$ cat src/logic/vsaPkg.sv
package vsaPkg;

    localparam int dataWidth = 16;
    localparam int pcWidth = 12;            // byte address, steps by 2
    localparam int dmemDepth = 256;         // words
    localparam int imemDepth = 2048;        // words, covers the whole pc range
    localparam int imemAddrWidth = $clog2(imemDepth);
    localparam int dmemAddrWidth = $clog2(dmemDepth);

    // host map, region sits in paddr[15:14]
    localparam logic [1:0] ctrlRegion = 2'd0;
    localparam logic [1:0] regRegion = 2'd1;    // read only
    localparam logic [1:0] imemRegion = 2'd2;
    localparam logic [1:0] dmemRegion = 2'd3;
    localparam logic [13:0] ctrlOffset = 14'd0;   // bit 0 is run
    localparam logic [13:0] statusOffset = 14'd4; // halted and retired count
    localparam int haltedBit = 15;

    typedef logic [dataWidth-1:0] dataWord;
    typedef logic [1:0] regIndex;

    typedef enum logic [2:0] {
        fetchState = 3'd0,
        decodeState = 3'd1,
        executeState = 3'd2,
        memoryState = 3'd3,
        writebackState = 3'd4
    } stateT;

    typedef enum logic [2:0] {
        LW = 3'd0,
        SW = 3'd1,
        BEQZ = 3'd2,
        ALUOP = 3'd3,
        ADDI = 3'd4,
        SUBI = 3'd5
    } opcodeT;

    typedef enum logic [6:0] {
        FADD = 7'd0,
        FSUB = 7'd1,
        FAND = 7'd2,
        FOR = 7'd3,
        FXOR = 7'd4,
        FSRL = 7'd5
    } funcT;

    // tail is dst plus func for R-format, imm for I-format
    typedef struct packed {
        opcodeT opcode;
        regIndex src1;
        regIndex src2;
        logic [8:0] tail;
    } instrWord;

    // true for every opcode and func the core implements
    function automatic logic knownInstr(opcodeT op, funcT fn);
        case (op)
            LW, SW, BEQZ, ADDI, SUBI: return 1'b1;
            ALUOP: return fn <= FSRL;
            default: return 1'b0;
        endcase
    endfunction

endpackage
$ cat src/logic/vsaControl.sv
module vsaControl (
    input  logic           clock,
    input  logic           reset,
    input  logic           run,
    input  vsaPkg::opcodeT opcode,
    input  vsaPkg::funcT   func,
    output vsaPkg::stateT  state,
    output logic           halted,
    output logic           memWrite,
    output logic [11:0]    retired
);
    import vsaPkg::*;

    stateT nextState;
    logic storeInstr;
    logic retire;

    // instruction class
    assign storeInstr = (opcode == SW);
    assign retire = (state == writebackState) && knownInstr(opcode, func); // skip undefined codes

    // only parked at an instruction boundary
    assign halted = (state == fetchState) && !run;

    // store strobe for one cycle
    assign memWrite = (state == memoryState) && storeInstr;

    always_comb begin
        case (state)
            fetchState: begin
                nextState = run ? decodeState : fetchState; // hold here while stopped
            end
            decodeState: begin
                nextState = executeState;
            end
            executeState: begin
                nextState = memoryState;
            end
            memoryState: begin
                nextState = writebackState;
            end
            writebackState: begin
                nextState = fetchState;
            end
            default: begin
                nextState = fetchState; // unused encodings recover
            end
        endcase
    end

    always_ff @(posedge clock) begin
        if (reset) begin
            state <= fetchState;
        end else begin
            state <= nextState;
        end
    end

    // completed instruction count, wraps
    always_ff @(posedge clock) begin
        if (reset) begin
            retired <= '0;
        end else if (retire) begin
            retired <= retired + 12'd1;
        end
    end

endmodule

$ cat config.mk
export PLATFORM = sky130hd
export DESIGN_NAME = vsaControl
export DESIGN_NICKNAME = d
export VERILOG_FILES = /design/src/logic/vsaPkg.sv /design/src/logic/vsaControl.sv
export SDC_FILE = /design/constraint.sdc
export NUM_CORES = 1
export LEC_CHECK = 0
export BUFFER_PORTS_ARGS = -buffer_cell sky130_fd_sc_hd__buf_4
export CAP_MARGIN = 20
export CELL_PAD_IN_SITES_DETAIL_PLACEMENT = 1
export CELL_PAD_IN_SITES_GLOBAL_PLACEMENT = 1
export CORE_MARGIN = 4
export CORE_UTILIZATION = 36
export DETAILED_ROUTE_END_ITERATION = 16
export PLACE_DENSITY_LB_ADDON = 0.1
export SLEW_MARGIN = 15
export SYNTH_ARGS = -nofsm -noshare
export SYNTH_HDL_FRONTEND = slang
export SYNTH_SLANG_ARGS = --single-unit
export TNS_END_PERCENT = 30
$ cat constraint.sdc
create_clock -name clock -period 3.09 [get_ports clock]
set_input_delay 0.1545 -clock clock [delete_from_list [all_inputs] [get_ports clock]]
set_output_delay 0.1545 -clock clock [all_outputs]
set_load 0.01 [all_outputs]
==> impl_results.md <==
- Fin worst setup slack: 1390 ps
- Nets: 128
- Initial Utilization: 38.3%
- Residual DRC count: 0
- Critical path class: reg -> reg
- Min-Delay Endpoint: retired[9]$_SDFFE_PP0P_
- Setup bufs post-CTS: 0
- Gr ovfl total: 0
- Clk pin slew, worst setup/hold paths: 90 ps
- Top_reg_cell synth: dfxtp_1
- First-pass GRT wire length: 3.53 mm
- H-tree depth: 1
- Slew Viols, Final: 0
- HP Class: in -> reg
- Worst path arrival time: 1920 ps
- Synth unique cells: 27
- Hold_buf cts: 0
- Largest stage delay, worst path: 560 ps
- Post-Place Cell Area: 970 sq um
- CTS Buffer Depth: 2
- DP Worst Slack: 1400 ps
- Die area: 2880 sq um
- IO buf count: 28
- Hold Path Cell Cnt: 2
- Max transition margin: 42.4%
- Synth Area per Inst: 8.83 sq um
- Top-count cell post-synth: dfxtp_1
- Mapped Nets: 99
- Status: finished clean
- Reg2Reg Depth: 4
- CP Launch Type: register
- Endpoints failing setup: 0
- Setup crit end kind: register
- Layout cells sized above 1: 31.0%
- Critical path peak fanout: 16
- Die span in y: 53.7 um
- Reg-to-Reg End: retired[3]$_SDFFE_PP0P_
- Layout area overhead: 32.7%
- Hpwl dp: 1.54 mm
- Skew final: 3.33 ps
- PD cells: 360 nW/um^2
- Routed vias: 778
- GRT Total Usage: 17.0%
- Share of the synthesized area in the top cell type: 40.0%
- Root buf cell: clkbuf_4
- Skew-Pair Late Insertion Delay: 280 ps
- Cell Chain, Critical Path: nor2_1, nand2_1, or4_1, a21oi_1
- Netlist Area Pre-Place: 751 sq um
- Post-route cell area: 996 sq um
- Fmax: 0.587 GHz
- Antenna cell count: 0
- DIE WIDTH: 53.7 um
- Post-DRT Antenna Nets: 0
- Cell row count: 16
- Ports: 30
- Max Cap Violations: 0
- Reg2reg start: state[1]$_SDFF_PP0_
- Worst reg-to-reg setup slack: 1390 ps
- Core area: 1960 sq um
- Worst slew pin tran: 864 ps
- Post-cts sizing count: 0
- Hold path startpoint: reset
- Most area-consuming cells after synthesis: dfxtp_1, o31ai_1, or4_1
- Vias in the first global route: 805
- Fin crit period: 1700 ps
- Slowest CP cell: or4_1
- Sink Count: 15
- Final wirelength: 2.08 mm
- Ys Warns: 0
- Largest net degree at the start of global routing: 25
- Peak VDD IR: 0.245 mV
- Yosys reg bits: 15
- Initial antenna violation count: 0
- Number of flops mapped to enable cells by yosys: 0
- Post-DR wirelength/cell: 14.9 um
- Period Utilization, post-route: 55.1%
- CTS tree: yes
- Endpoints failing hold: 0
- Placer Congestion: 0.719
- Cell type with the highest aggregate area in the netlist: dfxtp_1
- Sequential cell area fraction in the yosys report: 40.0%
- Static Leak: 0.363 nW
- Critical path required time: 3300 ps
- 1st-pass router iterations: 4
- Sum of negative setup slack: 0 ps
- CTS Buf Count: 3
- FFs w/ async S/R, synth: 0%
- Mapped Cells: 85
- RSZ-0062 raised after global routing: false
- DR vias/cell: 5.56
- Iteration-0 DRC Markers: 6
- Most frequent cells after synthesis: dfxtp_1, a21oi_1, o31ai_1, or4_1, nand2_1
through the flow:
step | instances | power, mW | util [%] | hold slack, ps
4_1_cts | 140 | 0.368 | 50.8 | 145
6_report | 140 | 0.358 | 50.8 | 157
5_1_grt | 140 | 0.383 | 50.8 | 156
3_5_place_dp | 136 | 0.252 | 49.4 | 457
2_1_floorplan | 85 | 0.228 | - | 224
3_3_place_gp | 136 | 0.250 | 49.4 | 450
cell type report:
class / count / area [sq um]
timing repair buffer: 28 / 210
inverter: 1 / 3.75
fill: 276 / 966
multi-input combinational: 65 / 422
clock buffer: 4 / 26.3
tap: 27 / 33.8
sequential: 15 / 300
metal layers:
metal  GRT usage [%]  routed length, um  vias up  part of all wire [%]
met5               0                  0        -                     0
met4            6.38                 13        0                  0.62
met3            3.60                 87        2                   4.2
met2            30.2               1150       13                    55
met1            19.5                830      371                    40
li1                -                  -      392                     -
state kept, by name, summed over array words and instances, names as in the netlist:
name     flops
state        3
retired     12
worst max path at each step:
stage                            startpoint                       end  slack [ps]  cells past startpoint
global placement        state[1]$_SDFF_PP0_   retired[4]$_SDFFE_PP0P_        1450                      4
CTS                     state[1]$_SDFF_PP0_   retired[3]$_SDFFE_PP0P_        1370                      4
global route            state[1]$_SDFF_PP0_   retired[3]$_SDFFE_PP0P_        1250                      4
finish                  state[1]$_SDFF_PP0_   retired[3]$_SDFFE_PP0P_        1390                      4
detailed placement      state[1]$_SDFF_PP0_   retired[3]$_SDFFE_PP0P_        1400                      4
floorplan           retired[2]$_SDFFE_PP0P_  retired[11]$_SDFFE_PP0P_        1620                      4
power by group:
group,leakage (nW),switching [mW],internal (mW),total (mW)
Clock,0.0150,0.0617,0.0501,0.112
Combinational,0.226,0.0227,0.0212,0.0438
Sequential,0.121,0.00592,0.197,0.203
Total,0.363,0.0903,0.268,0.358
cells in the final DEF (no fill, tap or decap), drive strengths merged, types with 3 or more instances in the layout:
cell type and count:
nand3 4, a21oi 13, nor4 3, or4 9
o31ai 9, o21ai 4, dfxtp 15, buf 28
clkbuf 4, nand2 5, nor3 3
critical path, delay by kind of cell (launching register included):
kind	cells	cell delay [ps]
AND/OR/NAND/NOR	3	1110
flip-flops	1	370
AO/OA/AOI/OAI	1	150
cell families (layout without fill, tap and decap cells):
family                   after synthesis  count (layout)  share of synthesized area [%]
buffers and inverters                  5              33                           3.83
flip-flops                            15              15                           40.0
AND/OR/NAND/NOR                       36              36                           30.8
adder cells (fa/ha/maj)                1               1                           1.67
XOR/XNOR                               1               1                           1.17
AO/OA/AOI/OAI                         27              27                           22.5
Power figures use the tool's default switching activity.
