===== config.mk =====
export PLATFORM = sky130hd
export DESIGN_NAME = vsaDatapath
export DESIGN_NICKNAME = d
export VERILOG_FILES = /design/src/logic/vsaPkg.sv /design/src/logic/vsaDatapath.sv
export SDC_FILE = /design/constraint.sdc
export NUM_CORES = 1
export LEC_CHECK = 0
export BUFFER_PORTS_ARGS = -buffer_cell sky130_fd_sc_hd__buf_2
export CAP_MARGIN = 20
export CORE_ASPECT_RATIO = 0.9
export CORE_UTILIZATION = 40
export CTS_BUF_LIST = sky130_fd_sc_hd__clkbuf_8 sky130_fd_sc_hd__clkbuf_16
export CTS_CLUSTER_DIAMETER = 150
export DETAILED_ROUTE_END_ITERATION = 12
export GPL_TIMING_DRIVEN = 0
export SKIP_LAST_GASP = 1
export SYNTH_ARGS = -nofsm -noshare
export SYNTH_HDL_FRONTEND = slang
export SYNTH_SLANG_ARGS = --single-unit
export TNS_END_PERCENT = 5

===== constraint.sdc =====
create_clock -name clock -period 4.2 [get_ports clock]
set_input_delay 0.63 -clock clock [delete_from_list [all_inputs] [get_ports clock]]
set_output_delay 0.63 -clock clock [all_outputs]
set_load 0.005 [all_outputs]

===== src/logic/vsaPkg.sv =====
package vsaPkg;

    localparam int dataWidth = 16;
    localparam int pcWidth = 12;            // byte address, steps by 2
    localparam int dmemDepth = 256;         // words
    localparam int imemDepth = 2048;        // words, covers the whole pc range
    localparam int imemAddrWidth = $clog2(imemDepth);
    localparam int dmemAddrWidth = $clog2(dmemDepth);

    // host map, region sits in paddr[15:14]
    localparam logic [1:0] ctrlRegion = 2'd0;
    localparam logic [1:0] regRegion = 2'd1;    // read only
    localparam logic [1:0] imemRegion = 2'd2;
    localparam logic [1:0] dmemRegion = 2'd3;
    localparam logic [13:0] ctrlOffset = 14'd0;   // bit 0 is run
    localparam logic [13:0] statusOffset = 14'd4; // halted and retired count
    localparam int haltedBit = 15;

    typedef logic [dataWidth-1:0] dataWord;
    typedef logic [1:0] regIndex;

    typedef enum logic [2:0] {
        fetchState = 3'd0,
        decodeState = 3'd1,
        executeState = 3'd2,
        memoryState = 3'd3,
        writebackState = 3'd4
    } stateT;

    typedef enum logic [2:0] {
        LW = 3'd0,
        SW = 3'd1,
        BEQZ = 3'd2,
        ALUOP = 3'd3,
        ADDI = 3'd4,
        SUBI = 3'd5
    } opcodeT;

    typedef enum logic [6:0] {
        FADD = 7'd0,
        FSUB = 7'd1,
        FAND = 7'd2,
        FOR = 7'd3,
        FXOR = 7'd4,
        FSRL = 7'd5
    } funcT;

    // tail is dst plus func for R-format, imm for I-format
    typedef struct packed {
        opcodeT opcode;
        regIndex src1;
        regIndex src2;
        logic [8:0] tail;
    } instrWord;

    // true for every opcode and func the core implements
    function automatic logic knownInstr(opcodeT op, funcT fn);
        case (op)
            LW, SW, BEQZ, ADDI, SUBI: return 1'b1;
            ALUOP: return fn <= FSRL;
            default: return 1'b0;
        endcase
    endfunction

endpackage

===== src/logic/vsaDatapath.sv =====
module vsaDatapath (
    input  logic             clock,
    input  logic             reset,
    input  vsaPkg::stateT    state,
    input  vsaPkg::instrWord instruction,
    input  vsaPkg::dataWord  loadData,
    input  vsaPkg::regIndex  regSelect,
    output logic [11:0]      pc,
    output vsaPkg::opcodeT   opcode,
    output vsaPkg::funcT     func,
    output vsaPkg::dataWord  aluResult,
    output vsaPkg::dataWord  storeData,
    output vsaPkg::dataWord  regValue
);
    import vsaPkg::*;

    instrWord ir;                   // instruction register
    logic [pcWidth-1:0] npc;        // sequential next pc
    dataWord aReg;                  // first operand
    dataWord bReg;                  // second operand, also store data
    dataWord aluOut;
    logic cond;                     // branch taken
    dataWord lmd;                   // load data
    dataWord regFile [4];

    regIndex dst;
    dataWord immExt;
    dataWord aluNext;
    logic memRef;
    logic regRegAlu;
    logic regImmAlu;
    logic branch;
    logic wbEnable;
    regIndex wbIndex;
    dataWord wbData;

    // fields of IR
    assign opcode = ir.opcode;
    assign func = funcT'(ir.tail[6:0]);
    assign dst = ir.tail[8:7];
    assign immExt = {{(dataWidth - 9){ir.tail[8]}}, ir.tail}; // 9-bit sign extension

    // instruction classes
    assign memRef = (opcode == LW) || (opcode == SW);
    assign regRegAlu = (opcode == ALUOP);
    assign regImmAlu = (opcode == ADDI) || (opcode == SUBI);
    assign branch = (opcode == BEQZ);

    assign aluResult = aluOut;      // data address for loads and stores
    assign storeData = bReg;
    assign regValue = regFile[regSelect]; // host read port

    always_comb begin
        aluNext = aluOut;           // unknown codes keep the old value
        if (memRef) begin
            aluNext = aReg + immExt; // effective address
        end else if (regRegAlu) begin
            case (func)
                FADD: aluNext = aReg + bReg;
                FSUB: aluNext = aReg - bReg;
                FAND: aluNext = aReg & bReg;
                FOR:  aluNext = aReg | bReg;
                FXOR: aluNext = aReg ^ bReg;
                FSRL: aluNext = {1'b0, aReg[dataWidth-1:1]}; // logical, by one
                default: aluNext = aluOut;
            endcase
        end else if (regImmAlu) begin
            aluNext = (opcode == ADDI) ? aReg + immExt : aReg - immExt;
        end else if (branch) begin
            // target is npc plus twice the immediate
            aluNext = {{(dataWidth - pcWidth){1'b0}}, npc} + (immExt << 1);
        end
    end

    // write-back selection
    assign wbIndex = regRegAlu ? dst : ir.src2;   // I-format writes src2
    assign wbData = (opcode == LW) ? lmd : aluOut;
    assign wbEnable = knownInstr(opcode, func) && (regRegAlu || regImmAlu || opcode == LW);

    // architectural state
    always_ff @(posedge clock) begin
        if (reset) begin
            ir <= '0;
            pc <= '0;
            regFile <= '{default: '0};
        end else begin
            case (state)
                fetchState: begin
                    ir <= instruction;
                end
                memoryState: begin
                    pc <= (branch && cond) ? aluOut[pcWidth-1:0] : npc;
                end
                writebackState: begin
                    if (wbEnable && wbIndex != 2'd0) begin // R0 stays zero
                        regFile[wbIndex] <= wbData;
                    end
                end
                default: begin
                end
            endcase
        end
    end

    // staging registers
    always_ff @(posedge clock) begin
        case (state)
            fetchState: begin
                npc <= pc + 12'd2;
            end
            decodeState: begin
                aReg <= regFile[ir.src1];
                bReg <= regFile[ir.src2];
            end
            executeState: begin
                aluOut <= aluNext;
                if (branch) begin
                    cond <= (aReg == '0);
                end
            end
            memoryState: begin
                if (opcode == LW) begin
                    lmd <= loadData;
                end
            end
            default: begin
            end
        endcase
    end

endmodule


==> results.md, run 1 <==
- Syn nets: 1312
- RSZ-0062 raised after global routing: true
- R2r setup slk: 0.08 ns
- Die Span X: 182 um
- Crit path buf inv count: 1
- Number of flops mapped to enable cells by yosys: 77
- Worst min path class: input port to flip-flop
- Hold depth: 1
- Setup-failing EPs final: 0
- Top-level I/O count: 109
- Crit path max fanout: 5
- Hold_ws: 0.374 ns
- Fill cell count: 2662
- CTS tree: built
- Fin. max-slew vios: 0
- CTS Sinks: 169
- Worst path max stage delay: 0.62 ns
- Crit Path Class: flip-flop to flip-flop
- Largest net degree at the start of global routing: 22
- Post-DP HPWL: 29100 um
- Synth Flop Type: dfxtp_1
- Die Area: 0.0297 mm2
- Max Clock Freq: 243 MHz
- CTS Root Cell: clkbuf_16
- WP data required: 4.38 ns
- Wirelength per Cell: 22.6 um
- Clk slew on worst S/H paths: 0.08 ns
- Vias in the first global route: 9253
- Worst-Skew Late Latency: 0.43 ns
- Worst vdd ir: 0.273 mV
- Final clock period utilization by the worst path: 98.1%
- Vias/cell: 5.88
- Num CTS Buffers: 17
- Initial antenna violation count: 0
- Critical path cell sequence: or4_4 > nor2_4 > nand3_4 > buf_4 > nand2_1 > xnor2_1 > ha_2 > o21ai_1 > a21oi_4 > o211ai_1 > a21oi_2 > nor3_1 > and3_1 > o31a_1 > a2bb2oi_1
- Iter 0 DRT Violations: 945
- Final hold violation count: 0
- Nets@finish: 1444
- Clk_skew: 0.0119 ns
- Slew @ Worst Pin: 0.955 ns
- Crit path arrival time: 4.30 ns
- Max-cap violation count: 0
- Status: finished, final reports clean
- Gate Count Post-Synth: 1178
- Post-Synthesis Mean Instance Area: 9.86 um2
- Fin worst setup slack: 0.0797 ns
- Residual DRC: 0
- Seq cells post-synth: 169
- Static leakage: 5.11 nW
- Drt total wl: 38100 um
- Share of cells above drive strength 1: 20.2%
- Floorplan row count: 58
- Cell depth of the worst flop-to-flop path: 15
- Port buffer count: 105
- First-pass GRT wire length: 56900 um
- H-tree depth: 4
- CTS hold repair buffers: 0
- Setup WS pre-CTS: -1.16 ns
- Post-synth ARST share: 0%
- Slew headroom: 36.3%
- Cell Area, Synth: 0.0116 mm2
- Most common cell after layout, fill and taps aside: nor2_1
- GRT Util Overall: 25.7%
- Sequential share of the synthesized area: 35.8%
- Tmin final: 4.12 ns
- Core area: 0.0282 mm2
- Pre-antenna DRT Iters: 5
- Synth warn: 0
- Hold_sp: loadData[8]
- Startpoint Class: flip-flop
- Placed cell count: 1645
- R2R Path Start: func[4]
- PwrDens: 290 mW/mm2
- Worst hold endpoint: lmd[8]
- Area growth from synthesis to layout: 15.2%
- Diodes inserted: 0
- CP max stage cell: or4_4
- Max Root-Sink Buffers: 2
- Reg-to-reg endpoint: aluResult[10]
- Detail Route Antenna Nets: 0
- Via count: 9898
- Most frequent cells in the layout: nor2_1 (123), buf_2 (116), ha_1 (90), dfxtp_1 (88), nand2_1 (82)
- Unique cell type count in the Yosys netlist: 79
- Gpl congestion: 1.01
- Fin cells: 1683
- DIE HEIGHT: 164 um
- Global route overflow: 0
- Crit end category: flip-flop
- Crit-path leading delay family: simple AND/OR/NAND/NOR gates
- Initial Util: 41.1%
synth_stat cells (4+ instances only):
| cell type | number | area share, % |
|---|---|---|
| and3_1 | 4 | 0.22 |
| fa_1 | 4 | 0.69 |
| a31oi_1 | 6 | 0.32 |
| xnor2_1 | 41 | 3.1 |
| nand3_1 | 22 | 0.95 |
| nor3_1 | 22 | 0.95 |
| o21a_1 | 13 | 0.84 |
| o221ai_1 | 6 | 0.45 |
| buf_6 | 8 | 0.78 |
| a211oi_1 | 66 | 4.3 |
| inv_1 | 68 | 2.2 |
| buf_2 | 10 | 0.43 |
| o31ai_1 | 8 | 0.52 |
| buf_1 | 7 | 0.23 |
| xor2_1 | 9 | 0.68 |
| clkbuf_1 | 38 | 1.2 |
| nor2_1 | 124 | 4.0 |
| edfxtp_1 | 77 | 20 |
| or3_1 | 10 | 0.54 |
| a21oi_1 | 78 | 3.4 |
| ha_1 | 91 | 9.8 |
| mux4_2 | 48 | 9.3 |
| nand2_1 | 82 | 2.6 |
| nor4_1 | 11 | 0.59 |
| nand2b_1 | 9 | 0.48 |
| o31a_1 | 4 | 0.30 |
| o22ai_1 | 12 | 0.65 |
| o21bai_1 | 5 | 0.32 |
| dfxtp_1 | 92 | 16 |
| a311oi_1 | 5 | 0.38 |
| mux2i_1 | 39 | 3.4 |
| o211ai_1 | 9 | 0.58 |
| a21o_1 | 5 | 0.32 |
| nor2b_1 | 25 | 1.3 |
| buf_4 | 11 | 0.71 |
| a221oi_1 | 11 | 0.83 |
| o21ai_0 | 34 | 1.5 |
worst max path at each step:
| stage | from | to | cells after the start |
|---|---|---|---|
| after floorplan | func[0] | aluResult[14] | 14 |
| after global placement | func[0] | aluResult[14] | 14 |
| after detailed placement | func[0] | aluResult[14] | 14 |
| after CTS | func[3] | aluResult[12] | 15 |
| after global routing | func[4] | aluResult[14] | 15 |
| final | func[4] | aluResult[10] | 15 |
sequential cells by signal (all words and copies together), names as in the netlist:
register,flops
regFile,64
pc,12
npc,12
storeData,16
func,7
dst,2
aReg,16
lmd,16
aluResult,16
opcode,3
ir,4
cond,1
layout make-up:
| class | instances | area, um2 | share of cell area (%) |
|---|---|---|---|
| Inverter | 69 | 259 | 1.94 |
| Clock buffer | 17 | 425 | 3.18 |
| Buffer | 72 | 378 | 2.82 |
| Timing Repair Buffer | 115 | 616 | 4.60 |
| Multi-Input combinational cell | 866 | 6910 | 51.7 |
| Clock inverter | 15 | 170 | 1.27 |
| Tap cell | 360 | 450 | 3.37 |
| Sequential cell | 169 | 4160 | 31.1 |
per-stage QoR:
| stage | area [um2] | util (%) | power, mW | TNS [ns] |
|---|---|---|---|---|
| 4_1_cts | 13300 | 47.0 | 3.87 | -0.300 |
| 2_1_floorplan | 11600 | - | 2.14 | 0 |
| 5_1_grt | 13400 | 47.4 | 3.99 | -0.0192 |
| 3_3_place_gp | 12600 | 44.6 | 2.32 | -15.10 |
| 3_5_place_dp | 12600 | 44.7 | 2.32 | -9.12 |
| 6_report | 13400 | 47.4 | 3.88 | 0 |
cell families after synthesis:
family                   after synthesis  synth area share [%]
adder cells (fa/ha/maj)               95                  10.5
multiplexers                          89                  12.9
flip-flops                           169                  35.8
buffers and inverters                143                  5.60
AO/OA/AOI/OAI                        298                  17.7
AND/OR/NAND/NOR                      333                  13.7
XOR/XNOR                              51                  3.91
power by group:
part	switching, mW	leakage [nW]	internal [mW]
clock network	0.765	0.290	0.804
registers	0.0470	1.48	1.75
logic	0.317	3.33	0.196
routing by layer:
metal | global-route usage [%] | vias up | part of all wire [%]
met2 | 39.2 | 375 | 44
met1 | 37.1 | 4829 | 47
li1 | - | 4638 | -
met5 | 0 | - | 0
met3 | 3.88 | 56 | 6.5
met4 | 8.78 | 0 | 2.5
worst register-to-register path, stage by stage (launching register included):
cell and delay, ns:
dfxtp_4 0.36, or4_4 0.62, nor2_4 0.17, nand3_4 0.12, buf_4 0.18, nand2_1 0.06
xnor2_1 0.13, ha_2 0.32, o21ai_1 0.22, a21oi_4 0.06, o211ai_1 0.29, a21oi_2 0.14
nor3_1 0.35, and3_1 0.22, o31a_1 0.18, a2bb2oi_1 0.43
repair_timing:
item                       CTS  global route
cloned                       0             0
setup endpoints to repair   14            10
pin swaps                    3            15
resized for setup           12            16
buffers inserted             1             6
Note: power is estimated with default switching activity, not from simulation.
==> inputs of run 2 (changes only) <==
--- a/config.mk
+++ b/config.mk
@@ -8,12 +8,12 @@
 export BUFFER_PORTS_ARGS = -buffer_cell sky130_fd_sc_hd__buf_2
 export CAP_MARGIN = 20
 export CORE_ASPECT_RATIO = 0.9
-export CORE_UTILIZATION = 40
+export CORE_UTILIZATION = 55
 export CTS_BUF_LIST = sky130_fd_sc_hd__clkbuf_8 sky130_fd_sc_hd__clkbuf_16
 export CTS_CLUSTER_DIAMETER = 150
 export DETAILED_ROUTE_END_ITERATION = 12
 export GPL_TIMING_DRIVEN = 0
-export SKIP_LAST_GASP = 1
+export PLACE_DENSITY = 0.75
 export SYNTH_ARGS = -nofsm -noshare
 export SYNTH_HDL_FRONTEND = slang
 export SYNTH_SLANG_ARGS = --single-unit
==> results.md, run 2 (same netlist as run 1, synthesis figures left out) <==
- Die Span X: 155 um
- Crit path buf inv count: 1
- First-pass GRT wire length: 56100 um
- Top-level I/O count: 109
- Placed cell count: 1571
- PwrDens: 293 mW/mm2
- Post-DP HPWL: 27900 um
- Diodes inserted: 0
- Most common cell after layout, fill and taps aside: nor2_1
- CTS Root Cell: clkbuf_16
- Static leakage: 5.08 nW
- Detail Route Antenna Nets: 0
- Gpl congestion: 1.01
- Num CTS Buffers: 17
- Share of cells above drive strength 1: 20.0%
- DIE HEIGHT: 140 um
- GRT Util Overall: 34.6%
- Pre-antenna DRT Iters: 5
- Crit-path leading delay family: simple AND/OR/NAND/NOR gates
- Die Area: 0.0217 mm2
- Wirelength per Cell: 23.0 um
- Critical path cell sequence: or4_4 > buf_6 > nor2_4 > nand3_4 > nand2_2 > o21ai_2 > fa_1 > nand2b_4 > a21oi_4 > o211ai_1 > a21oi_2 > nor3_1 > o41ai_2 > mux2i_1 > nand4_1
- Hold_ws: 0.380 ns
- Largest net degree at the start of global routing: 22
- Worst-Skew Late Latency: 0.43 ns
- Biggest register: regFile
- Drt total wl: 36900 um
- Worst min path class: input port to flip-flop
- Nets@finish: 1440
- WP data required: 4.29 ns
- Multi-input logic area: 0.00693 mm2
- Final hold violation count: 0
- Global route overflow: 0
- Fin. max-slew vios: 0
- Final clock period utilization by the worst path: 99.6%
- H-tree depth: 4
- Fin cells: 1605
- Overall power: 3.89 mW
- Vias in the first global route: 9424
- Max-cap violation count: 0
- Fill cell count: 1772
- Slew @ Worst Pin: 0.885 ns
- Iter 0 DRT Violations: 977
- Initial antenna violation count: 0
- Via count: 10.1k
- Worst path max stage delay: 0.56 ns
- Crit path max fanout: 6
- Floorplan row count: 50
- Cell Area, Placed: 0.0125 mm2
- Crit path arrival time: 4.27 ns
- Status: finished, final reports clean
- Max FFs per register: 64
- CTS Sinks: 169
- Port buffer count: 105
- Residual DRC: 0
- Startpoint Class: flip-flop
- Post-route cell area: 0.0133 mm2
- CP max stage cell: or4_4
- Vias/cell: 6.29
- Crit end category: flip-flop
- Core area: 0.0208 mm2
- Most frequent cells in the layout: nor2_1 (123), buf_2 (115), ha_1 (90), dfxtp_1 (89), nand2_1 (81)
- Area growth from synthesis to layout: 14.2%
- Max Clock Freq: 239 MHz
- Max Root-Sink Buffers: 2
- Clk slew on worst S/H paths: 0.07 ns
- Worst vdd ir: 0.305 mV
- Slew headroom: 41.0%
- Clk_skew: 0.00947 ns
- Crit Path Class: flip-flop to flip-flop
- CTS tree: built
- Tmin final: 4.18 ns
- Setup-failing EPs final: 0
- Storage cell area: 0.00416 mm2
- Initial Util: 55.9%
-- run 2: cell count changes in the layout (fill, tap and decap cells not counted), sizes merged --
| cell | delta |
|---|---|
| clkbuf | +1 |
| clkinvlp | +1 |
| buf | -5 |
| bufinv | +2 |
| inv | -3 |
-- run 2: power by group --
part | internal (mW) | total [mW] | switching [mW]
clock network | 0.890 | 1.58 | 0.693
logic | 0.196 | 0.509 | 0.313
registers | 1.75 | 1.80 | 0.0477
total | 2.84 | 3.89 | 1.05
-- run 2: through the flow --
step / TNS (ns) / util [%] / setup slack [ns]
floorplan: 0 / - / 0.442
global placement: -11.71 / 60.2 / -0.943
detailed placement: -7.60 / 60.3 / -0.967
CTS: 0 / 63.5 / 0.0109
global route: -0.0853 / 63.9 / -0.0481
finish: 0 / 63.9 / 0.0167
-- run 2: per-layer routing --
layer | vias to the layer above | track usage, % | share of wire, %
met2 | 491 | 52.6 | 45
li1 | 4638 | - | -
met5 | - | 0 | 0
met3 | 60 | 6.07 | 8.5
met4 | 0 | 11.8 | 2.8
met1 | 4909 | 49.8 | 44
-- run 2: worst register-to-register path, delay by kind of cell (launching register included) --
| kind | cells | cell delay [ns] |
|---|---|---|
| adder cells (fa/ha/maj) | 1 | 0.41 |
| flip-flops | 1 | 0.36 |
| AND/OR/NAND/NOR | 7 | 1.52 |
| AO/OA/AOI/OAI | 5 | 1.09 |
| buffers and inverters | 1 | 0.16 |
| multiplexers | 1 | 0.30 |
-- run 2: layout make-up --
cell class / count / share of cell area (%)
Multi-Input combinational cell: 866 / 52.3
Sequential cell: 169 / 31.3
Timing Repair Buffer: 110 / 4.33
Clock buffer: 17 / 3.21
Buffer: 73 / 2.95
Tap cell: 286 / 2.70
Inverter: 69 / 1.95
Clock inverter: 15 / 1.26
-- run 2: repair_timing --
item | 4_1_cts | 5_1_grt
pin swaps | 4 | 6
hold buffers | 0 | 0
setup endpoints to repair | 13 | 7
resized for setup | 12 | 16
buffers inserted | 2 | 0
-- run 2: path summary, 6_finish.rpt --
check | start | endpoint | slack, ns | depth (start not counted)
setup reg to reg | func[3] | aluResult[14] | 0.02 | 15
setup / recovery | func[3] | aluResult[14] | 0.02 | 15
hold reg to reg | pc[0] | npc[0] | 0.49 | 0
hold / removal | loadData[15] | lmd[15] | 0.38 | 1
