### config.mk
export PLATFORM = sky130hd
export DESIGN_NAME = vsaHostBridge
export DESIGN_NICKNAME = d
export VERILOG_FILES = /design/src/logic/vsaPkg.sv /design/src/logic/vsaHostBridge.sv
export SDC_FILE = /design/constraint.sdc
export NUM_CORES = 1
export LEC_CHECK = 0
export ABC_AREA = 1
export CAP_MARGIN = 5
export CORE_AREA = 2 2 98 100
export CTS_CLUSTER_DIAMETER = 80
export CTS_CLUSTER_SIZE = 16
export DETAILED_ROUTE_END_ITERATION = 6
export DIE_AREA = 0 0 100 102
export DONT_BUFFER_PORTS = 1
export HOLD_SLACK_MARGIN = 0.12
export PLACE_DENSITY_LB_ADDON = 0.12
export SLEW_MARGIN = 10
export SYNTH_ARGS = -nofsm -noshare
export SYNTH_HDL_FRONTEND = slang
export SYNTH_SLANG_ARGS = --single-unit
### constraint.sdc
create_clock -name clock -period 2.7 [get_ports clock]
set_input_delay 0.405 -clock clock [delete_from_list [all_inputs] [get_ports clock]]
set_output_delay 0.405 -clock clock [all_outputs]
set_load 0.02 [all_outputs]
### src/logic/vsaPkg.sv
package vsaPkg;

    localparam int dataWidth = 16;
    localparam int pcWidth = 12;            // byte address, steps by 2
    localparam int dmemDepth = 256;         // words
    localparam int imemDepth = 2048;        // words, covers the whole pc range
    localparam int imemAddrWidth = $clog2(imemDepth);
    localparam int dmemAddrWidth = $clog2(dmemDepth);

    // host map, region sits in paddr[15:14]
    localparam logic [1:0] ctrlRegion = 2'd0;
    localparam logic [1:0] regRegion = 2'd1;    // read only
    localparam logic [1:0] imemRegion = 2'd2;
    localparam logic [1:0] dmemRegion = 2'd3;
    localparam logic [13:0] ctrlOffset = 14'd0;   // bit 0 is run
    localparam logic [13:0] statusOffset = 14'd4; // halted and retired count
    localparam int haltedBit = 15;

    typedef logic [dataWidth-1:0] dataWord;
    typedef logic [1:0] regIndex;

    typedef enum logic [2:0] {
        fetchState = 3'd0,
        decodeState = 3'd1,
        executeState = 3'd2,
        memoryState = 3'd3,
        writebackState = 3'd4
    } stateT;

    typedef enum logic [2:0] {
        LW = 3'd0,
        SW = 3'd1,
        BEQZ = 3'd2,
        ALUOP = 3'd3,
        ADDI = 3'd4,
        SUBI = 3'd5
    } opcodeT;

    typedef enum logic [6:0] {
        FADD = 7'd0,
        FSUB = 7'd1,
        FAND = 7'd2,
        FOR = 7'd3,
        FXOR = 7'd4,
        FSRL = 7'd5
    } funcT;

    // tail is dst plus func for R-format, imm for I-format
    typedef struct packed {
        opcodeT opcode;
        regIndex src1;
        regIndex src2;
        logic [8:0] tail;
    } instrWord;

    // true for every opcode and func the core implements
    function automatic logic knownInstr(opcodeT op, funcT fn);
        case (op)
            LW, SW, BEQZ, ADDI, SUBI: return 1'b1;
            ALUOP: return fn <= FSRL;
            default: return 1'b0;
        endcase
    endfunction

endpackage
### src/logic/vsaHostBridge.sv
module vsaHostBridge (
    input  logic                               clock,
    input  logic                               reset,
    input  logic                               psel,
    input  logic                               penable,
    input  logic                               pwrite,
    input  logic [15:0]                        paddr,
    input  vsaPkg::dataWord                    pwdata,
    output vsaPkg::dataWord                    prdata,
    output logic                               pready,
    output logic                               pslverr,
    input  logic                               halted,
    input  logic [11:0]                        retired,
    input  logic [11:0]                        pc,
    input  vsaPkg::dataWord                    aluResult,
    input  vsaPkg::dataWord                    storeData,
    input  logic                               memWrite,
    output vsaPkg::instrWord                   instruction,
    output vsaPkg::dataWord                    loadData,
    output logic [vsaPkg::imemAddrWidth-1:0]   imemAddr,
    output logic                               imemWrite,
    output vsaPkg::instrWord                   imemWdata,
    input  vsaPkg::instrWord                   imemRdata,
    output logic [vsaPkg::dmemAddrWidth-1:0]   dmemAddr,
    output logic                               dmemWrite,
    output vsaPkg::dataWord                    dmemWdata,
    input  vsaPkg::dataWord                    dmemRdata,
    output vsaPkg::regIndex                    regSelect,
    input  vsaPkg::dataWord                    regValue,
    output logic                               run
);
    import vsaPkg::*;

    logic access;
    logic [1:0] region;
    logic [13:0] offset;
    logic memRegion;
    logic illegal;
    logic hostWrite;
    dataWord readMux;

    assign access = psel && penable;    // access phase
    assign region = paddr[15:14];
    assign offset = paddr[13:0];
    assign memRegion = (region == imemRegion) || (region == dmemRegion);

    // rejected accesses
    assign illegal = (region == regRegion && pwrite)
                   || (region == ctrlRegion && pwrite && offset == statusOffset)
                   || (memRegion && !halted);   // core owns the memories
    assign hostWrite = access && pwrite && !illegal;

    assign pready = access;             // zero wait states
    assign pslverr = access && illegal;
    assign prdata = (access && !illegal) ? readMux : '0;

    assign regSelect = paddr[2:1];      // word offset

    always_comb begin
        readMux = '0;
        case (region)
            ctrlRegion: begin
                if (offset == ctrlOffset) begin
                    readMux[0] = run;
                end else if (offset == statusOffset) begin
                    readMux[haltedBit] = halted;
                    readMux[11:0] = retired;
                end
            end
            regRegion:  readMux = regValue;
            imemRegion: readMux = dataWord'(imemRdata);
            default:    readMux = dmemRdata;
        endcase
    end

    // run bit, seen by the sequencer on the next edge
    always_ff @(posedge clock) begin
        if (reset) begin
            run <= 1'b0;
        end else if (hostWrite && region == ctrlRegion && offset == ctrlOffset) begin
            run <= pwdata[0];
        end
    end

    // memory ports go to the host only while halted
    assign imemAddr = halted ? paddr[imemAddrWidth:1] : pc[imemAddrWidth:1];
    assign imemWrite = halted && hostWrite && region == imemRegion;
    assign imemWdata = instrWord'(pwdata);
    assign instruction = imemRdata;

    assign dmemAddr = halted ? paddr[dmemAddrWidth:1] : aluResult[dmemAddrWidth:1];
    assign dmemWrite = halted ? (hostWrite && region == dmemRegion) : memWrite;
    assign dmemWdata = halted ? pwdata : storeData;
    assign loadData = dmemRdata;

endmodule

==> results of run 1 <==
-- stage by stage --
stage | utilization | hold slack, ns | instances | total power [mW]
CTS | 0.140 | 0.565 | 362 | 0.229
global placement | 0.140 | 0.561 | 362 | 0.227
detailed placement | 0.140 | 0.565 | 362 | 0.228
floorplan | - | 0.549 | 309 | 0.312
finish | 0.140 | 0.567 | 362 | 0.225
global route | 0.140 | 0.601 | 362 | 0.245
-- cells in the mapped netlist, drive strengths merged --
cell type,number
nand3,26
dfxtp,1
o211ai,6
o22ai,2
inv,14
buf,58
nand2,126
a21oi,7
o21ai,25
nor3b,1
nor3,1
clkbuf,7
nor2,32
a31oi,3
-- power breakdown --
| group | leakage, nW | total [mW] | internal [mW] | switching, mW |
|---|---|---|---|---|
| logic | 0.585 | 0.210 | 0.0524 | 0.157 |
| clock network | 0 | 0 | 0 | 0 |
| registers | 0.00805 | 0.0151 | 0.0151 | 0.0000000913 |
| total | 0.593 | 0.225 | 0.0675 | 0.157 |
-- kinds of logic (layout without fill, tap and decap cells) --
family                 Yosys count  in the layout  share of synthesized area
AOI/OAI and AO/OA               43             43                      0.162
buffers and inverters           79             21                      0.326
DFF                              1              1                     0.0130
and+or+nand+nor                186            186                      0.499
-- path summary, 6_finish.rpt --
check             slack (ns)   endpoint  cells past startpoint
setup / recovery        0.53  prdata[9]                      7
hold reg to reg         0.62        run                      2
setup reg to reg        2.01        run                      2
hold / removal          0.57        run                      3
-- cell type report --
type,instances,area [µm²]
Timing Repair Buffer,7,52.6
Sequential cell,1,20.0
Inverter,14,52.6
Tap cell,111,139
Multi-Input combinational cell,229,1010
Fill cell,1099,7830
-- routing by layer --
layer / track usage / up-vias / share of wire / wire, µm
met4: 0.00211 / 0 / 0.0021 / 14
met5: 0 / - / 0 / 0
li1: - / 817 / - / -
met1: 0.109 / 761 / 0.35 / 2350
met3: 0.0192 / 2 / 0.11 / 730
met2: 0.245 / 156 / 0.54 / 3620
-- tightest hold or removal path, stage by stage --
cell     delay, ns
inv_1         0.02
nand2_1       0.05
nor2_1        0.03
==> results.py, run 1 <==
metrics = {
    "placement": {
        "dpl-instance-area_um2": 1280,
        "dp_hpwl_um": 5520,
        "gp_congestion": 0.745,
        "io_buffers": 0,
        "pre_cts_slack_ns": 0.471,
    },
    "routing": {
        "first_iter_violations": 23,
        "route.detailed.drc": 0,
        "wl_um": 6720,
        "ant_nets": 0,
        "vias": 1736,
        "wl_per_cell_um": 18.6,
        "vias_per_cell": 4.80,
        "drt_first_pass_iters": 4,
    },
    "worst_setup_path": {
        "crit_slowest_cell": "a21oi_1",
        "r2r-start": "run",
        "cp_num_buf_inv": 0,
        "cp.required_ns": 2.30,
        "cp_max_fo": 10,
        "setup.worst_path.end_class": "primary output",
        "cp_top_family": "simple AND/OR/NAND/NOR gates",
        "crit_start": "paddr[5]",
        "critPathKind": "in -> out",
        "critPathMaxStageDelay_ns": 0.41,
        "path_cells": "nor2_1 > nand2_1 > nor2_2 > nand2_2 > nor2_2 > nand2_1 > a21oi_1",
        "arrival_ns": 1.77,
        "crit_path_start_kind": "input pin",
    },
    "timing": {
        "maxSlewViolCount": 0,
        "fin_crit_sh": 0.805,
        "rsz0062_at_grt": "false",
        "hold_viol": 0,
        "fin_setup_tns_ns": 0,
        "relSlewSlack": 0.632,
        "worst_slack_ns": 0.526,
        "fin_skew_ns": 0,
        "fmax_ghz": 0.460,
        "period_minus_slack_ns": 2.17,
        "tightest_slew_ns": 0.550,
        "finalSetupViolCount": 0,
    },
    "floorplanning": {
        "pin_count": 249,
        "initial_utilization": 0.169,
        "die-area_um2": 10200,
        "fp.dieW_um": 100,
        "num_rows": 35,
        "core_um2": 9110,
        "die_y_um": 102,
    },
    "clock_tree": {
        "cts_hold_buffers": 0,
        "clkLatencyLatePin_ns": 0,
        "post_cts_resized": 0,
        "clk_pin_slew_ns": 0,
        "cts_setup_buffers": 0,
    },
    "global_routing": {
        "grt_use_total": 0.110,
        "antenna_found_initial": 0,
        "grt.overflow.total": 0,
        "grt_pass1_vias": 1563,
        "grt_max_degree": 40,
        "grt_first_pass_wirelength_um": 8580,
    },
    "yosys": {
        "synth.largest_area_cell": "nand2_1",
        "syn_area_um2": 1540,
        "synthCells": 309,
        "synth_top_area_frac": 0.303,
        "syn_area_per_cell_um2": 4.97,
        "syn_nets": 452,
        "yosysWarnings": 0,
        "synthTopCellsByArea": "nand2_1, buf_4, nand3_1, o21ai_0, nor2_1",
        "synth.yosys.seq_area_share": 0.0130,
        "yosysUniqueCellTypes": 23,
        "ys_ff_latch": 1,
    },
    "worst_hold_path": {
        "min_from": "reset",
        "hold_class": "in -> reg",
    },
    "final_layout": {
        "drive_above_1_share": 0.0797,
        "layout_common_cells": "nand2_1, nor2_1, nand3_1",
        "largest_reg_flops": 1,
        "top_register": "run",
        "design_area_um2": 1280,
        "antenna_cells": 0,
        "nets": 396,
        "mostFrequentLayoutCell": "nand2_1",
        "largestRegisters": "run (1)",
        "area_growth_pct": -16.7,
    },
    "outcome": {
        "status": "complete, no violations",
    },
    "run": {
        "cap_violations": 0,
    },
    "power": {
        "ir_worst_vdd_uv": 43.0,
        "power_density_nw_per_um2": 176,
        "leakage_nw": 0.593,
    },
}
Power figures use the tool's default switching activity.
==> run 2, diff against run 1 <==
==> constraint.sdc (replaced) <==
create_clock -name clock -period 2.1 [get_ports clock]
set_input_delay 0.315 -clock clock [delete_from_list [all_inputs] [get_ports clock]]
set_output_delay 0.315 -clock clock [all_outputs]
set_load 0.02 [all_outputs]
==> run 2 against run 1 <==
Against the previous run:
- worst setup slack worse by 0.31 ns
- sequential share of layout area down 0.11 points
- wire length down 0.86%
- largest cell class unchanged
- critical path depth up 1
==> results.py, run 2 (same netlist as run 1, synthesis figures left out) <==
metrics = {
    "clock_tree": {
        "cts_hold_buffers": 0,
        "post_cts_resized": 0,
        "clkLatencyLatePin_ns": 0,
        "cts_setup_buffers": 0,
        "clk_pin_slew_ns": 0,
    },
    "final_layout": {
        "drive_above_1_share": 0.125,
        "antenna_cells": 0,
        "mostFrequentLayoutCell": "nand2_1",
        "top_register": "run",
        "final_util": 0.151,
        "layout_common_cells": "nand2_1, nor2_1, nand3_1",
        "largest_reg_flops": 1,
        "area_growth_pct": -10.4,
        "nets": 409,
        "largestRegisters": "run (1)",
        "design_area_um2": 1380,
    },
    "placement": {
        "io_buffers": 0,
        "dp_hpwl_um": 5550,
        "gp_congestion": 0.746,
        "dpl-instance-area_um2": 1380,
    },
    "timing": {
        "tightest_slew_ns": 0.379,
        "maxSlewViolCount": 0,
        "fmax_ghz": 0.530,
        "period_minus_slack_ns": 1.89,
        "rsz0062_at_grt": "false",
        "fin_crit_sh": 0.899,
        "relSlewSlack": 0.747,
        "fin_skew_ns": 0,
        "finalSetupViolCount": 0,
        "fin_setup_tns_ns": 0,
        "hold_viol": 0,
    },
    "power": {
        "ir_worst_vdd_uv": 67.0,
        "power.internal_mw": 0.0978,
        "sw_frac_of_total": 0.676,
        "p_switching_mw": 0.204,
        "pwr-share-seq": 0.064,
        "pwr-share-clk": 0,
        "power_density_nw_per_um2": 219,
        "power_mw": 0.302,
        "leakage_nw": 0.660,
        "comb_power_share": 0.936,
    },
    "worst_setup_path": {
        "critPathKind": "in -> out",
        "setup.worst_path.end_class": "primary output",
        "cp.required_ns": 1.78,
        "arrival_ns": 1.57,
        "crit_path_start_kind": "input pin",
        "cp_max_fo": 10,
    },
    "routing": {
        "wl_um": 6660,
        "vias_per_cell": 4.69,
        "wl_per_cell_um": 17.8,
        "first_iter_violations": 32,
        "vias": 1759,
        "drt_first_pass_iters": 4,
        "route.detailed.drc": 0,
        "ant_nets": 0,
    },
    "run": {
        "cap_violations": 0,
    },
    "floorplanning": {
        "num_rows": 35,
        "die-area_um2": 10200,
        "initial_utilization": 0.169,
        "die_y_um": 102,
        "pin_count": 249,
        "fp.dieW_um": 100,
        "core_um2": 9110,
    },
    "outcome": {
        "status": "complete, no violations",
    },
    "global_routing": {
        "grt_max_degree": 40,
        "antenna_found_initial": 0,
        "grt.overflow.total": 0,
        "grt_use_total": 0.111,
        "grt_first_pass_wirelength_um": 8690,
        "grt_pass1_vias": 1612,
    },
    "worst_hold_path": {
        "hold_class": "in -> reg",
    },
}
==> run 2: cell count changes in the layout (fill, tap and decap cells not counted), sizes merged <==
cell / previous run / this run
buf: 7 / 20
==> run 2: routing by layer <==
layer,part of all wire,up-vias,track usage
met5,0,-,0
met4,0.0036,0,0.00527
met3,0.10,6,0.0185
met2,0.54,149,0.244
met1,0.35,760,0.112
li1,-,844,-
==> run 2: area by class of cell <==
type	instances	area, µm²
fillers	1060	7730
multi-input cells	229	1010
repair buffers	20	150
well taps	111	139
inverters	14	52.6
flip-flops and latches	1	20.0
==> run 2: critical path, stage by stage <==
cell,delay (ns)
nor2_1,0.13
nand2_1,0.08
nor2_2,0.18
nand2_2,0.20
nor2_2,0.27
nand2_1,0.08
a21oi_1,0.15
buf_4,0.16
==> run 2: path summary, 6_finish.rpt <==
| kind | from | to | slack (ns) | depth (start not counted) |
|---|---|---|---|---|
| setup / recovery | paddr[13] | prdata[8] | 0.21 | 8 |
| hold / removal | reset | run | 0.47 | 3 |
| hold reg to reg | run | run | 0.62 | 2 |
| setup reg to reg | run | run | 1.41 | 2 |
==> run 2: power by group through the flow <==
| stage | sequential [mW] | clock, mW | combinational (mW) |
|---|---|---|---|
| finish | 0.0194 | 0 | 0.282 |
| global route | 0.0194 | 0 | 0.311 |
| CTS | 0.0194 | 0 | 0.288 |
| detailed placement | 0.0194 | 0 | 0.287 |
| global placement | 0.0194 | 0 | 0.286 |
| floorplan | 0.0194 | 0 | 0.381 |
==> run 2: through the flow <==
stage | hold WS, ns | instances | setup slack [ns]
2_1_floorplan | 0.459 | 309 | 0.447
3_3_place_gp | 0.471 | 375 | 0.111
3_5_place_dp | 0.468 | 375 | 0.0988
4_1_cts | 0.467 | 375 | 0.0978
5_1_grt | 0.486 | 375 | 0.0113
6_report | 0.466 | 375 | 0.213
==> run 3, diff against run 2 <==
--- a/config.mk
+++ b/config.mk
@@ -5,13 +5,11 @@
 export SDC_FILE = /design/constraint.sdc
 export NUM_CORES = 1
 export LEC_CHECK = 0
-export ABC_AREA = 1
-export CAP_MARGIN = 5
-export CORE_AREA = 2 2 98 100
+export CORE_AREA = 10 10 89 91
 export CTS_CLUSTER_DIAMETER = 80
 export CTS_CLUSTER_SIZE = 16
 export DETAILED_ROUTE_END_ITERATION = 6
-export DIE_AREA = 0 0 100 102
+export DIE_AREA = 0 0 99 101
 export DONT_BUFFER_PORTS = 1
 export HOLD_SLACK_MARGIN = 0.12
 export PLACE_DENSITY_LB_ADDON = 0.12
==> run 3 against run 2 <==
Against the previous run:
- the run now ends with setup timing left
- power decreased by 0.61%
- wire length up 0.51%
- flip-flop and latch count stayed put
- worst setup slack lost 0.22 ns
- clock skew unchanged
- die area fell by 2.0%
- combinational power is essentially flat
- critical path type unchanged
==> results.py, run 3 <==
metrics = {
    "final_layout": {
        "nets": 340,
        "layout_common_cells": "nand2_1, o21ai_0, buf_4",
        "largest_reg_flops": 1,
        "final_util": 0.243,
        "seqCellArea_um2": 20.0,
        "area_growth_pct": -3.68,
        "largestRegisters": "run (1)",
        "final_cell_count_no_fill": 272,
        "multiInputGateArea_um2": 1070,
        "mostFrequentLayoutCell": "nand2_1",
        "design_area_um2": 1510,
        "drive_above_1_share": 0.390,
        "antenna_cells": 0,
        "n_fill_cell": 702,
        "top_register": "run",
    },
    "yosys": {
        "synthCells": 230,
        "yosysWarnings": 0,
        "synth.largest_area_cell": "buf_4",
        "synth_common_cells": "buf_4, nand2_1, o21ai_0",
        "syn_area_um2": 1560,
        "synth_most_common_cell": "buf_4",
        "syn_nets": 373,
        "syn_area_per_cell_um2": 6.79,
        "synthArstFlopShare": 0,
        "synth_edf_count": 0,
        "synth_top_area_frac": 0.240,
        "synth.yosys.seq_area_share": 0.0128,
        "synthTopCellsByArea": "buf_4, mux2_2, a311oi_2, o21ai_0, nand2_1",
        "yosysUniqueCellTypes": 32,
        "ys.flop_type": "dfxtp_1",
        "ys_ff_latch": 1,
    },
    "timing": {
        "fmax_ghz": 0.474,
        "holdWs_ns": 0.387,
        "relSlewSlack": 0.522,
        "tightest_slew_ns": 0.709,
        "fin_crit_sh": 1.00,
        "fin_skew_ns": 0,
        "maxSlewViolCount": 0,
        "fin_setup_tns_ns": -0.0144,
        "period_minus_slack_ns": 2.11,
        "rsz0062_at_grt": "true",
        "worst_slack_ns": -0.00940,
        "hold_viol": 0,
        "finalSetupViolCount": 2,
    },
    "worst_setup_path": {
        "arrival_ns": 1.79,
        "setup.worst_path.end_class": "primary output",
        "cp_max_fo": 5,
        "cp.required_ns": 1.78,
        "crit_path_start_kind": "input pin",
        "critPathKind": "in -> out",
    },
    "routing": {
        "wl_per_cell_um": 24.6,
        "first_iter_violations": 35,
        "vias": 1421,
        "wl_um": 6700,
        "drt_first_pass_iters": 4,
        "vias_per_cell": 5.22,
        "route.detailed.drc": 0,
        "ant_nets": 0,
    },
    "placement": {
        "numPlacedInstances": 267,
        "io_buffers": 0,
        "gp_congestion": 0.684,
        "pre_cts_slack_ns": -0.146,
        "dp_hpwl_um": 5720,
        "dpl-instance-area_um2": 1370,
    },
    "outcome": {
        "violations": "setup timing",
        "status": "finished, violations left",
    },
    "floorplanning": {
        "die-area_um2": 10000,
        "num_rows": 29,
        "die_y_um": 101,
        "pin_count": 249,
        "fp.dieW_um": 99,
        "initial_utilization": 0.252,
        "core_um2": 6200,
    },
    "global_routing": {
        "grt.overflow.total": 0,
        "antenna_found_initial": 0,
        "grt_first_pass_wirelength_um": 9780,
        "grt_use_total": 0.117,
        "grt_max_degree": 48,
        "grt_pass1_vias": 1610,
    },
    "power": {
        "leakage_nw": 0.603,
        "ir_worst_vdd_uv": 96.6,
        "power_density_nw_per_um2": 199,
        "power_mw": 0.300,
    },
    "clock_tree": {
        "clk_pin_slew_ns": 0,
        "clkLatencyLatePin_ns": 0,
        "cts_hold_buffers": 0,
    },
    "worst_hold_path": {
        "hold_class": "in -> reg",
    },
    "run": {
        "cap_violations": 0,
    },
}
-- run 3: cell count changes after synthesis, moves of 3 or more --
cell      change
nor2_2        -3
nand2_1      -89
nor2_1        -5
o211ai_1      -6
buf_6         +3
inv_1         +9
a311oi_2     +10
nand3_1      -24
mux2_2       +22
buf_2         -5
o21ai_0       +5
a22oi_1       +3
a21oi_1       -4
inv_2         -3
-- run 3: final cells by class --
cell class / count / area share
multi-input cells: 145 / 0.710
repair buffers: 29 / 0.163
flip-flops and latches: 1 / 0.0133
well taps: 77 / 0.0640
inverters: 20 / 0.0499
-- run 3: cell families after synthesis --
logic type,Yosys count,share of synthesized area
mux,22,0.159
buf+inv,84,0.354
simple gates,73,0.224
flops,1,0.0128
compound gates,50,0.251
-- run 3: worst paths after layout --
| check | from | end | slack [ns] | cells past startpoint |
|---|---|---|---|---|
| worst min-delay path | reset | run | 0.39 | 1 |
| worst max register to register | run | run | 1.26 | 2 |
| worst max-delay path | paddr[0] | prdata[15] | -0.009 | 8 |
| worst min register to register | run | run | 0.63 | 2 |
-- run 3: metal layers --
| layer | GRT usage | vias to the layer above | part of all wire |
|---|---|---|---|
| li1 | - | 667 | - |
| met1 | 0.129 | 633 | 0.37 |
| met4 | 0 | 0 | 0 |
| met3 | 0.0398 | 0 | 0.10 |
| met5 | 0 | - | 0 |
| met2 | 0.224 | 121 | 0.53 |
-- run 3: power breakdown --
part	switching, mW	internal (mW)	total (mW)
Clock	0	0	0
Combinational	0.178	0.102	0.280
Sequential	0.0000000863	0.0194	0.0194
-- run 3: worst max-delay path: stages --
cell	delay (ns)
nor4_4	0.29
nand4_2	0.17
nor4b_4	0.24
buf_6	0.16
buf_6	0.13
nand2_1	0.07
a311oi_2	0.23
buf_4	0.19
-- run 3: timing repair --
action / 4_1_cts / 5_1_grt
endpoints found under the setup margin: 13 / 13
resized for setup: 9 / 11
gates cloned: 1 / 0
pin swaps: 5 / 6
buffers inserted: 3 / 1
